## config.mk

```make
export PLATFORM = sky130hd
export DESIGN_NAME = cpu_top
export DESIGN_NICKNAME = d
export VERILOG_FILES = /design/src/logic/cpu_pkg.sv /design/src/logic/register_file.sv /design/src/logic/flag_file.sv /design/src/logic/alu.sv /design/src/logic/cpu_control.sv /design/src/logic/cpu_top.sv
export SDC_FILE = /design/constraint.sdc
export NUM_CORES = 1
export LEC_CHECK = 0
export BUFFER_PORTS_ARGS = -buffer_cell sky130_fd_sc_hd__clkbuf_2
export CAP_MARGIN = 20
export CORE_ASPECT_RATIO = 0.9
export CORE_UTILIZATION = 40
export CTS_BUF_LIST = sky130_fd_sc_hd__clkbuf_8
export DETAILED_ROUTE_END_ITERATION = 6
export GPL_ROUTABILITY_DRIVEN = 0
export PLACE_DENSITY = 0.54
export SYNTH_ARGS = -nofsm -noshare
export SYNTH_HDL_FRONTEND = slang
export SYNTH_SLANG_ARGS = --single-unit
```

## constraint.sdc

```tcl
create_clock -name clock -period 6.6 [get_ports clock]
set_clock_uncertainty 0.15 [all_clocks]
set_input_delay 1.32 -clock clock [delete_from_list [all_inputs] [get_ports clock]]
set_output_delay 1.32 -clock clock [all_outputs]
set_load 0.1 [all_outputs]
```

## src/logic/cpu_pkg.sv

```systemverilog
package cpu_pkg;

    // register and bus data width
    parameter int data_width = 32;

    // bus address width matching the immediate field
    parameter int address_width = 16;

    // register and flag index width
    parameter int reg_index_width = 3;

    // instruction opcodes held in the low six bits of the word
    typedef enum logic [5:0] {
        load_low  = 6'd0,
        load_high = 6'd1,
        add       = 6'd2,
        sub       = 6'd3,
        and_op    = 6'd4,
        or_op     = 6'd5,
        xor_op    = 6'd6,
        store     = 6'd7,
        set_eq    = 6'd8,
        set_lt    = 6'd9,
        branch    = 6'd10,
        jump      = 6'd11
    } opcode_t;

    // phase sequence of the control unit
    typedef enum logic [1:0] {
        state_fetch   = 2'd0,
        state_execute = 2'd1,
        state_store   = 2'd2
    } cpu_state_t;

endpackage

```

## src/logic/register_file.sv

```systemverilog
`timescale 1ns/1ps

module register_file (
    input  logic                                clock,
    input  logic                                reset,
    input  logic [cpu_pkg::reg_index_width-1:0] read_index_a,
    input  logic [cpu_pkg::reg_index_width-1:0] read_index_b,
    input  logic [cpu_pkg::reg_index_width-1:0] write_index,
    input  logic                                write_enable,
    input  logic [cpu_pkg::data_width-1:0]      write_data,
    output logic [cpu_pkg::data_width-1:0]      read_data_a,
    output logic [cpu_pkg::data_width-1:0]      read_data_b
);

    localparam int depth = 1 << cpu_pkg::reg_index_width;

    logic [cpu_pkg::data_width-1:0] registers [depth];

    always_ff @(posedge clock)
    begin
        if (reset)
        begin
            for (int i = 0; i < depth; i++)
            begin
                registers[i] <= '0;
            end
        end
        else if (write_enable)
        begin
            registers[write_index] <= write_data;
        end
    end

    // combinational reads so an instruction sees the values before its own write
    assign read_data_a = registers[read_index_a];
    assign read_data_b = registers[read_index_b];

endmodule

```

## src/logic/flag_file.sv

```systemverilog
`timescale 1ns/1ps

module flag_file (
    input  logic                                clock,
    input  logic                                reset,
    input  logic [cpu_pkg::reg_index_width-1:0] read_index_a,
    input  logic [cpu_pkg::reg_index_width-1:0] read_index_b,
    input  logic [cpu_pkg::reg_index_width-1:0] write_index,
    input  logic                                write_enable,
    input  logic                                write_data,
    output logic                                read_flag_a,
    output logic                                read_flag_b
);

    logic [(1 << cpu_pkg::reg_index_width)-1:0] flags;

    always_ff @(posedge clock)
    begin
        if (reset)
        begin
            flags <= '0;
        end
        else if (write_enable)
        begin
            flags[write_index] <= write_data;
        end
    end

    assign read_flag_a = flags[read_index_a];
    assign read_flag_b = flags[read_index_b];

endmodule

```

## src/logic/alu.sv

```systemverilog
`timescale 1ns/1ps

module alu (
    input  cpu_pkg::opcode_t                opcode,
    input  logic                            half_select,
    input  logic [15:0]                     immediate,
    input  logic [cpu_pkg::data_width-1:0]  operand_a,
    input  logic [cpu_pkg::data_width-1:0]  operand_b,
    input  logic                            flag_a,
    output logic [cpu_pkg::data_width-1:0]  reg_result,
    output logic                            reg_write,
    output logic                            flag_result,
    output logic                            flag_write,
    output logic                            take_branch
);

    localparam int top_bit = cpu_pkg::data_width - 1;

    always_comb
    begin
        reg_result  = '0;
        reg_write   = 1'b0;
        flag_result = 1'b0;
        flag_write  = 1'b0;
        take_branch = 1'b0;
        case (opcode)
            // operand_b holds the destination register for the loads
            cpu_pkg::load_low:
            begin
                reg_result = {operand_b[top_bit:16], immediate};
                reg_write  = 1'b1;
            end
            cpu_pkg::load_high:
            begin
                reg_result = {immediate, operand_b[15:0]};
                reg_write  = 1'b1;
            end
            cpu_pkg::add:
            begin
                reg_result = operand_a + operand_b;
                reg_write  = 1'b1;
            end
            cpu_pkg::sub:
            begin
                reg_result = operand_a - operand_b;
                reg_write  = 1'b1;
            end
            cpu_pkg::and_op:
            begin
                reg_result = operand_a & operand_b;
                reg_write  = 1'b1;
            end
            cpu_pkg::or_op:
            begin
                reg_result = operand_a | operand_b;
                reg_write  = 1'b1;
            end
            cpu_pkg::xor_op:
            begin
                reg_result = operand_a ^ operand_b;
                reg_write  = 1'b1;
            end
            cpu_pkg::set_eq:
            begin
                flag_result = (operand_a == operand_b);
                flag_write  = 1'b1;
            end
            cpu_pkg::set_lt:
            begin
                // half-select bit picks a signed compare
                if (half_select)
                    flag_result = ($signed(operand_a) < $signed(operand_b));
                else
                    flag_result = (operand_a < operand_b);
                flag_write = 1'b1;
            end
            cpu_pkg::branch:
            begin
                take_branch = flag_a;
            end
            cpu_pkg::jump:
            begin
                take_branch = 1'b1;
            end
            default:
            begin
                reg_write = 1'b0;
            end
        endcase
    end

endmodule

```

## src/logic/cpu_control.sv

```systemverilog
`timescale 1ns/1ps

module cpu_control #(
    parameter logic [cpu_pkg::address_width-1:0] reset_vector = '0
) (
    input  logic                                 clock,
    input  logic                                 reset,
    output logic                                 wb_cyc,
    output logic                                 wb_stb,
    output logic                                 wb_we,
    output logic [cpu_pkg::address_width-1:0]    wb_adr,
    output logic [cpu_pkg::data_width-1:0]       wb_dat_w,
    input  logic [cpu_pkg::data_width-1:0]       wb_dat_r,
    input  logic                                 wb_ack,
    output cpu_pkg::opcode_t                     opcode,
    output logic                                 half_select,
    output logic [cpu_pkg::address_width-1:0]    immediate,
    output logic [cpu_pkg::reg_index_width-1:0]  src_a,
    output logic [cpu_pkg::reg_index_width-1:0]  src_b,
    output logic [cpu_pkg::reg_index_width-1:0]  dest,
    input  logic [cpu_pkg::data_width-1:0]       store_data,
    input  logic                                 take_branch,
    output logic                                 execute_phase
);

    cpu_pkg::cpu_state_t                state;
    logic [cpu_pkg::address_width-1:0]  pc;
    logic [cpu_pkg::data_width-1:0]     instruction;
    logic                               is_load;

    // instruction field decode
    assign opcode      = cpu_pkg::opcode_t'(instruction[5:0]);
    assign src_a       = instruction[8:6];
    assign dest        = instruction[14:12];
    assign half_select = instruction[15];
    assign immediate   = instruction[31:16];

    // loads read back their own destination so the other half is kept
    assign is_load = (opcode == cpu_pkg::load_low) || (opcode == cpu_pkg::load_high);
    assign src_b   = is_load ? dest : instruction[11:9];

    assign execute_phase = (state == cpu_pkg::state_execute);

    always_ff @(posedge clock)
    begin
        if (reset)
        begin
            state  <= cpu_pkg::state_fetch;
            pc     <= reset_vector;
            wb_cyc <= 1'b0;
            wb_stb <= 1'b0;
            wb_we  <= 1'b0;
        end
        else
        begin
            case (state)
                cpu_pkg::state_fetch:
                begin
                    if (!wb_cyc)
                    begin
                        wb_cyc <= 1'b1;
                        wb_stb <= 1'b1;
                        wb_we  <= 1'b0;
                    end
                    else if (wb_ack)
                    begin
                        wb_cyc <= 1'b0;
                        wb_stb <= 1'b0;
                        state  <= cpu_pkg::state_execute;
                    end
                end
                cpu_pkg::state_execute:
                begin
                    if (opcode == cpu_pkg::store)
                        state <= cpu_pkg::state_store;
                    else
                    begin
                        state <= cpu_pkg::state_fetch;
                        pc    <= take_branch ? immediate : pc + 1'b1;
                    end
                end
                cpu_pkg::state_store:
                begin
                    if (!wb_cyc)
                    begin
                        wb_cyc <= 1'b1;
                        wb_stb <= 1'b1;
                        wb_we  <= 1'b1;
                    end
                    else if (wb_ack)
                    begin
                        wb_cyc <= 1'b0;
                        wb_stb <= 1'b0;
                        wb_we  <= 1'b0;
                        pc     <= pc + 1'b1;
                        state  <= cpu_pkg::state_fetch;
                    end
                end
                default:
                begin
                    state <= cpu_pkg::state_fetch;
                end
            endcase
        end
    end

    // bus payload is captured when a request starts and held until ack
    always_ff @(posedge clock)
    begin
        if (state == cpu_pkg::state_fetch && !wb_cyc)
            wb_adr <= pc;
        if (state == cpu_pkg::state_store && !wb_cyc)
        begin
            wb_adr   <= immediate;
            wb_dat_w <= store_data;
        end
        if (state == cpu_pkg::state_fetch && wb_cyc && wb_ack)
            instruction <= wb_dat_r;
    end

endmodule

```

## src/logic/cpu_top.sv

```systemverilog
`timescale 1ns/1ps

module cpu_top #(
    parameter logic [cpu_pkg::address_width-1:0] reset_vector = '0
) (
    input  logic                               clock,
    input  logic                               reset,
    output logic                               wb_cyc,
    output logic                               wb_stb,
    output logic                               wb_we,
    output logic [cpu_pkg::address_width-1:0]  wb_adr,
    output logic [cpu_pkg::data_width-1:0]     wb_dat_w,
    input  logic [cpu_pkg::data_width-1:0]     wb_dat_r,
    input  logic                               wb_ack
);

    cpu_pkg::opcode_t                       opcode;
    logic                                   half_select;
    logic [cpu_pkg::address_width-1:0]      immediate;
    logic [cpu_pkg::reg_index_width-1:0]    src_a;
    logic [cpu_pkg::reg_index_width-1:0]    src_b;
    logic [cpu_pkg::reg_index_width-1:0]    dest;
    logic [cpu_pkg::data_width-1:0]         reg_a;
    logic [cpu_pkg::data_width-1:0]         reg_b;
    logic                                   flag_a;
    logic [cpu_pkg::data_width-1:0]         reg_result;
    logic                                   reg_write;
    logic                                   flag_result;
    logic                                   flag_write;
    logic                                   take_branch;
    logic                                   execute_phase;

    cpu_control #(
        .reset_vector (reset_vector)
    ) i_cpu_control (
        .clock         (clock),
        .reset         (reset),
        .wb_cyc        (wb_cyc),
        .wb_stb        (wb_stb),
        .wb_we         (wb_we),
        .wb_adr        (wb_adr),
        .wb_dat_w      (wb_dat_w),
        .wb_dat_r      (wb_dat_r),
        .wb_ack        (wb_ack),
        .opcode        (opcode),
        .half_select   (half_select),
        .immediate     (immediate),
        .src_a         (src_a),
        .src_b         (src_b),
        .dest          (dest),
        .store_data    (reg_a),
        .take_branch   (take_branch),
        .execute_phase (execute_phase)
    );

    register_file i_register_file (
        .clock        (clock),
        .reset        (reset),
        .read_index_a (src_a),
        .read_index_b (src_b),
        .write_index  (dest),
        .write_enable (execute_phase & reg_write),
        .write_data   (reg_result),
        .read_data_a  (reg_a),
        .read_data_b  (reg_b)
    );

    // flag port b has no consumer in this instruction set
    flag_file i_flag_file (
        .clock        (clock),
        .reset        (reset),
        .read_index_a (src_a),
        .read_index_b (src_b),
        .write_index  (dest),
        .write_enable (execute_phase & flag_write),
        .write_data   (flag_result),
        .read_flag_a  (flag_a),
        .read_flag_b  ()
    );

    alu i_alu (
        .opcode      (opcode),
        .half_select (half_select),
        .immediate   (immediate),
        .operand_a   (reg_a),
        .operand_b   (reg_b),
        .flag_a      (flag_a),
        .reg_result  (reg_result),
        .reg_write   (reg_write),
        .flag_result (flag_result),
        .flag_write  (flag_write),
        .take_branch (take_branch)
    );

endmodule

```

After elaboration in Yosys (flattened, before gate mapping)
Memories as Yosys holds them, arrays and structs flattened. A register that Yosys moved wholly into a read port is not among the register bits.
Index checks and enable logic that the tools add are counted.
Cells by class
  $add $sub $neg: 3
  magnitude comparators: 5
  equal/unequal tests: 22
  multiplexer cells: 40
  bitwise gates (word level): 5
  reductions and logical operators: 20
Operator list (count)
  one-hot mux 32 bit (7 select lines): 1
  two-way mux 16 bit: 6
  < comparator 32 bit: 2
  adder 32 bit: 1
  AND 32 bit: 1
  == test 32 bit: 1
  two-way mux 32 bit: 1
  bitwise OR 32 bit: 1
  one-hot mux 16 bit (2 select lines): 1
  OR reduction 32 bit: 1
  subtractor 32 bit: 1
  XOR 32 bit: 1
  == test 6 x 3 -> 1 bit (second input constant): 4
  == test 6 x 4 -> 1 bit (second input constant): 4
  adder 16 x 1 -> 16 bit (second input constant): 1
  two-way mux 1 bit: 16
  == test 6 x 2 -> 1 bit (second input constant): 2
  two-way mux 2 bit: 5
  != test 2 bit (second input constant): 5
  two-way mux 3 bit: 3
  bitwise mux 8 bit: 1
  < comparator 3 x 4 -> 1 bit (second input constant): 2
  AND reduction 4 bit: 2
  OR reduction 7 bit: 1
  20 further kinds: 31
Word-level totals
  register bits: 109
  bits in writable memories: 256
  input bits: 35
  logic and storage cells: 105
  memories kept: 1
Memories
  i_register_file.registers: depth 8, bits a word 32, rd ports 2, clocked after Yosys merged registers in 1, wr ports 8, line register_file.sv:17  | logic [cpu_pkg::data_width-1:0] registers [depth];

Longest topological paths before layout
  depth after elaboration: 9
  mapped depth: 21
  gate-level depth less buffers: 17

Hierarchy
Synthesis repeated with hierarchy kept, for this count alone.
Second synthesis, totals
  cell total of the unflattened synthesis: 2063
  area, all modules: 23999.3 sq um
By module, submodules not included
  register_file: times used 1, cells an instance 843, area each 13639.3 sq um, sequential area each 7687.4 sq um
  alu: times used 1, cells an instance 863, area each 5649.2 sq um, sequential area each 0.0 sq um
  cpu_control: times used 1, cells an instance 315, area each 4214.0 sq um, sequential area each 2822.7 sq um
  flag_file: times used 1, cells an instance 40, area each 484.2 sq um, sequential area each 160.2 sq um
  cpu_top: times used 1, cells an instance 2, area each 12.5 sq um, sequential area each 0.0 sq um

Least setup slack after synthesis
OpenSTA, ideal clock, no wires.
  kind: reg-to-reg
  start: register i_cpu_control.instruction[2] (netlist bit)
  end: memory i_register_file.registers[0][24] (netlist bit) (data pin)
  data arrival time: 5.083 ns
  required time: 6.166 ns
  setup slack: 1.083 ns
  stages on the path, launching flop included: 21
  period minus slack after synthesis: 5.517 ns
  cell sequence: edfxtp_1 > or4_1 > buf_6 > nor2_8 > mux2i_1 > buf_2 > buf_1 > nand2_1 > nand3_1 > a31o_2 > inv_1 > ha_1 > clkbuf_1 > nor2b_1 > o2111ai_1 > a21oi_1 > a31oi_1 > o21ai_0 > a22o_1 > a2111oi_2 > nor4_1
RTL lines
  start: declaration: line cpu_control.sv:28  | logic [cpu_pkg::data_width-1:0] instruction;
  start signal: assignment: line cpu_control.sv:118  | instruction <= wb_dat_r;
  end: declaration: line register_file.sv:17

==> summary.md <==
CTS
• clock buffers created by TritonCTS: 59
• clock transition at the registers of the reported paths: 0.07 ns
• TritonCTS Sinks: 368
• depth of the CTS H-tree: 2
• maximum number of buffers from clock root to sink: 3
• clock root cell: clkbuf_8
• clock latency of the later-clocked register in the worst-skew pair: 0.69 ns
• CTS tree: done

Setup path
• Worst Path Max Fanout: 59
• required time at the worst-slack endpoint: 6.88 ns
• class of the most critical setup path: reg -> reg
• reg-to-reg endpoint: i_register_file.registers[0][24]
• Worst Reg-to-Reg Cells: 18
• category of the worst setup path launch point: flip-flop
• worst-path cell with the longest stage delay: nor4_4
• sort of element at the end of the critical path: flip-flop
• Slowest Stage Delay on Critical Path: 0.62 ns
• reg2reg setup slack: 0.22 ns
• origin of the critical flop-to-flop path: i_cpu_control.instruction[2]
• Crit path top cell by count: buf_4
• CP cell instances: nor4_4 -> nand3_2 -> nand2_4 -> buf_12 -> mux4_2 -> mux2i_1 -> inv_1 -> ha_1 -> buf_4 -> nand2_1 -> nor2_1 -> a211oi_1 -> o21a_1 -> o21ai_0 -> a22o_1 -> a2111oi_2 -> buf_4 -> nor4_1
• crit path DAT: 6.66 ns

Drt
• drt first pass iters: 7
• metal2 WL: 38900 µm
• number of nets still failing antenna checks after routing: 0
• routed length on met1: 37300 µm
• average via count per standard cell: 6.36
• final routed wire length divided by cell count: 27.8 µm
• number of vias in the routed layout: 20600
• initial DRC count: 2710
• length of routed met3 wiring: 9250 µm
• highest layer used for signal routing: met4
• sum of routed wire length over all layers: 89700 µm
• number of DRC violations after detailed routing: 13

Run status
• outcome: finished, violations left
• failing checks: DRC

Power
• static leakage power: 0.0100 µW
• Peak VDD IR: 144 µV
• P per Cell Area: 238 nW/µm²

Final layout
• area of the multi-input gates: 12100 µm²
• net count reported at finish: 2550
• register area: 10700 µm²
• number of fillers in the final layout: 5505
• proportion of layout cells with a drive suffix above 1: 19.8%
• Area growth, synth to finish: 12.7%
• Layout Cells excl Fill: 3234

Timing
• final worst path period need: 6.38 ns
• RSZ-0062 raised after global routing: false
• slew at the pin closest to its max-slew limit: 1.27 ns
• final setup vio count: 0
• maximum clock frequency: 157 MHz
• final worst path period share: 96.6%
• smallest hold slack: 0.336 ns
• final-layout setup total negative slack: 0 ns
• relative slew slack: 15.2%
• Final Hold Vio Count: 0
• Final Max Tran Viols: 0

Yosys
• number of distinct library cells after synthesis: 87
• area share of the leading cell type in the synthesized netlist: 42.5%
• number of instances in the synthesized netlist: 2298
• synthesized area divided by synthesized cell count: 10.3 µm²
• predominant post-synthesis flop cell: edfxtp_1
• Post-synth ARST share: 0%
• cell type contributing the most total cell area after synthesis: edfxtp_1
• synth top area cells: edfxtp_1, mux4_2, ha_1
• flop and latch count out of synthesis: 368
• part of the Yosys area used for sequential elements: 45.2%
• nets in the synthesized netlist: 2440
• EDFF count, synth: 336
• number of warnings issued by yosys: 0
• netlist area before placement: 23800 µm²

Die
• die footprint: 60400 µm²
• effective utilization at floorplan: 40.6%
• horizontal die dimension: 259 µm
• Core Box Area: 58500 µm²
• # IOs: 86
• cell row count: 84
• Chip Height: 233 µm

Min path
• Min-Delay Path Class: reg -> reg
• hold wc startpoint: i_cpu_control.wb_we
• hold-critical path endpoint: i_cpu_control.wb_we
• Worst Hold Path Cells: 2

Global routing
• largest net degree at the start of global routing: 60
• initial antenna violation count: 2
• number of global-route vias before repair: 19700
• global-route usage over all layers: 29.4%
• wire length of the first global-routing pass: 131000 µm
• total global routing overflow: 0

Place
• total placed cells including tap cells: 3119
• Detailed Place HPWL: 61600 µm
• Port-buffer cells: 85

Run
• max-cap violations: 0

flip-flops by register name (all words and copies together), names as in the netlist, 2 cells and up, named ones only:
name and flops:
i_register_file.registers 256, i_flag_file.flags 8, i_cpu_control.wb_dat_w 32, i_cpu_control.pc 16, i_cpu_control.state 2, i_cpu_control.instruction 32, i_cpu_control.wb_adr 16
layer usage:
layer | vias up | GRT usage (%)
met3 | 242 | 7.19
met1 | 10100 | 39.7
met2 | 1202 | 44.4
met5 | - | 0
li1 | 8997 | -
met4 | 0 | 13.7
area by class of cell:
type                            instances  area share, %
Multi-Input combinational cell       1664           45.1
Sequential cell                       368           40.1
Clock buffer                           62           3.19
Inverter                              102           1.43
Timing Repair Buffer                  213           5.54
Clock inverter                         49           1.06
Antenna cell                            2         0.0187
Tap cell                              774           3.61
power breakdown:
| group | switching (µW) | internal [µW] |
|---|---|---|
| Sequential | 74.0 | 2620 |
| Combinational | 1150 | 559 |
| Clock | 984 | 986 |
| Total | 2210 | 4170 |
cells in the mapped netlist (all sizes together), types with 6 or more instances:
cell type,instances
a2111oi,8
a211o,6
a211oi,65
a21o,30
a21oi,174
a221o,8
a221oi,15
a222oi,6
a22o,11
a22oi,22
a311o,14
a311oi,28
a31o,23
a31oi,50
and2,12
and3,59
buf,44
clkbuf,120
dfxtp,32
edfxtp,336
ha,105
inv,102
mux2,43
mux2i,45
mux4,72
nand2,217
nand2b,32
nand3,53
nand4,11
nor2,256
nor2b,20
nor3,32
nor3b,6
nor4,16
o211ai,13
o21a,12
o21ai,82
o21bai,11
o221ai,9
o22ai,21
o31ai,21
per-stage QoR:
step	setup WS (ns)	area [µm²]	total power, µW	util, %
6_report	0.222	26800	6380	45.8
2_1_floorplan	1.08	23800	3800	-
5_1_grt	0.0265	26800	6610	45.8
3_5_place_dp	0.241	25600	4390	43.7
3_3_place_gp	0.0602	25600	4380	43.7
4_1_cts	0.180	26700	6350	45.7
critical path: cells and delay by family, from the launching register on:
kind                       cells  cell delay [ns]
buffers and inverters          4             0.89
muxes                          2             0.75
and+or+nand+nor                6             1.68
DFF                            1             0.46
adders and majority gates      1             0.43
AOI/OAI and AO/OA              5             1.70
cell usage in the layout (no fill, tap or decap), types with 12 or more instances in the layout:
cell	count
edfxtp_1	336
nor2_1	252
nand2_1	215
a21oi_1	173
inv_1	121
buf_4	117
ha_1	105
clkbuf_2	87
o21ai_0	78
mux4_2	72
clkbuf_8	62
and3_1	59
a211oi_1	56
nand3_1	49
a31oi_1	48
mux2i_1	44
mux2_2	42
a21o_1	30
nor3_1	30
dfxtp_1	29
a311oi_1	28
nand2b_1	24
a31o_2	23
a22oi_1	22
o31ai_1	21
nor2b_1	20
o22ai_1	20
clkinv_1	16
nor4_1	15
a311o_1	14
o211ai_1	13
o21a_1	12
worst max-delay path by stage:
stage / from / end / slack [ns]
floorplan: i_cpu_control.instruction[2] / i_register_file.registers[0][24] / 1.08
global placement: i_cpu_control.instruction[2] / i_register_file.registers[5][29] / 0.06
detailed placement: i_cpu_control.instruction[2] / i_register_file.registers[2][20] / 0.24
CTS: i_cpu_control.instruction[2] / i_register_file.registers[2][20] / 0.18
global route: i_cpu_control.instruction[2] / i_register_file.registers[6][17] / 0.03
finish: i_cpu_control.instruction[2] / i_register_file.registers[0][24] / 0.22
kinds of logic after synthesis:
group           count (synthesis)  share of synthesized area [%]
simple gates                  731                           14.2
mux                           160                           10.8
xor+xnor                        6                          0.221
buf+inv                       266                           4.56
compound gates                660                           19.4
flops                         368                           45.2
fa+ha+maj                     107                           5.70
repair_timing:
item | in CTS | in global routing
setup buffers | 0 | 0
gates resized for setup | 0 | 6
hold buffers | 0 | 0
setup endpoints to repair | 0 | 96
endpoints found under the hold margin | 0 | 0
Power figures use the tool's default switching activity.
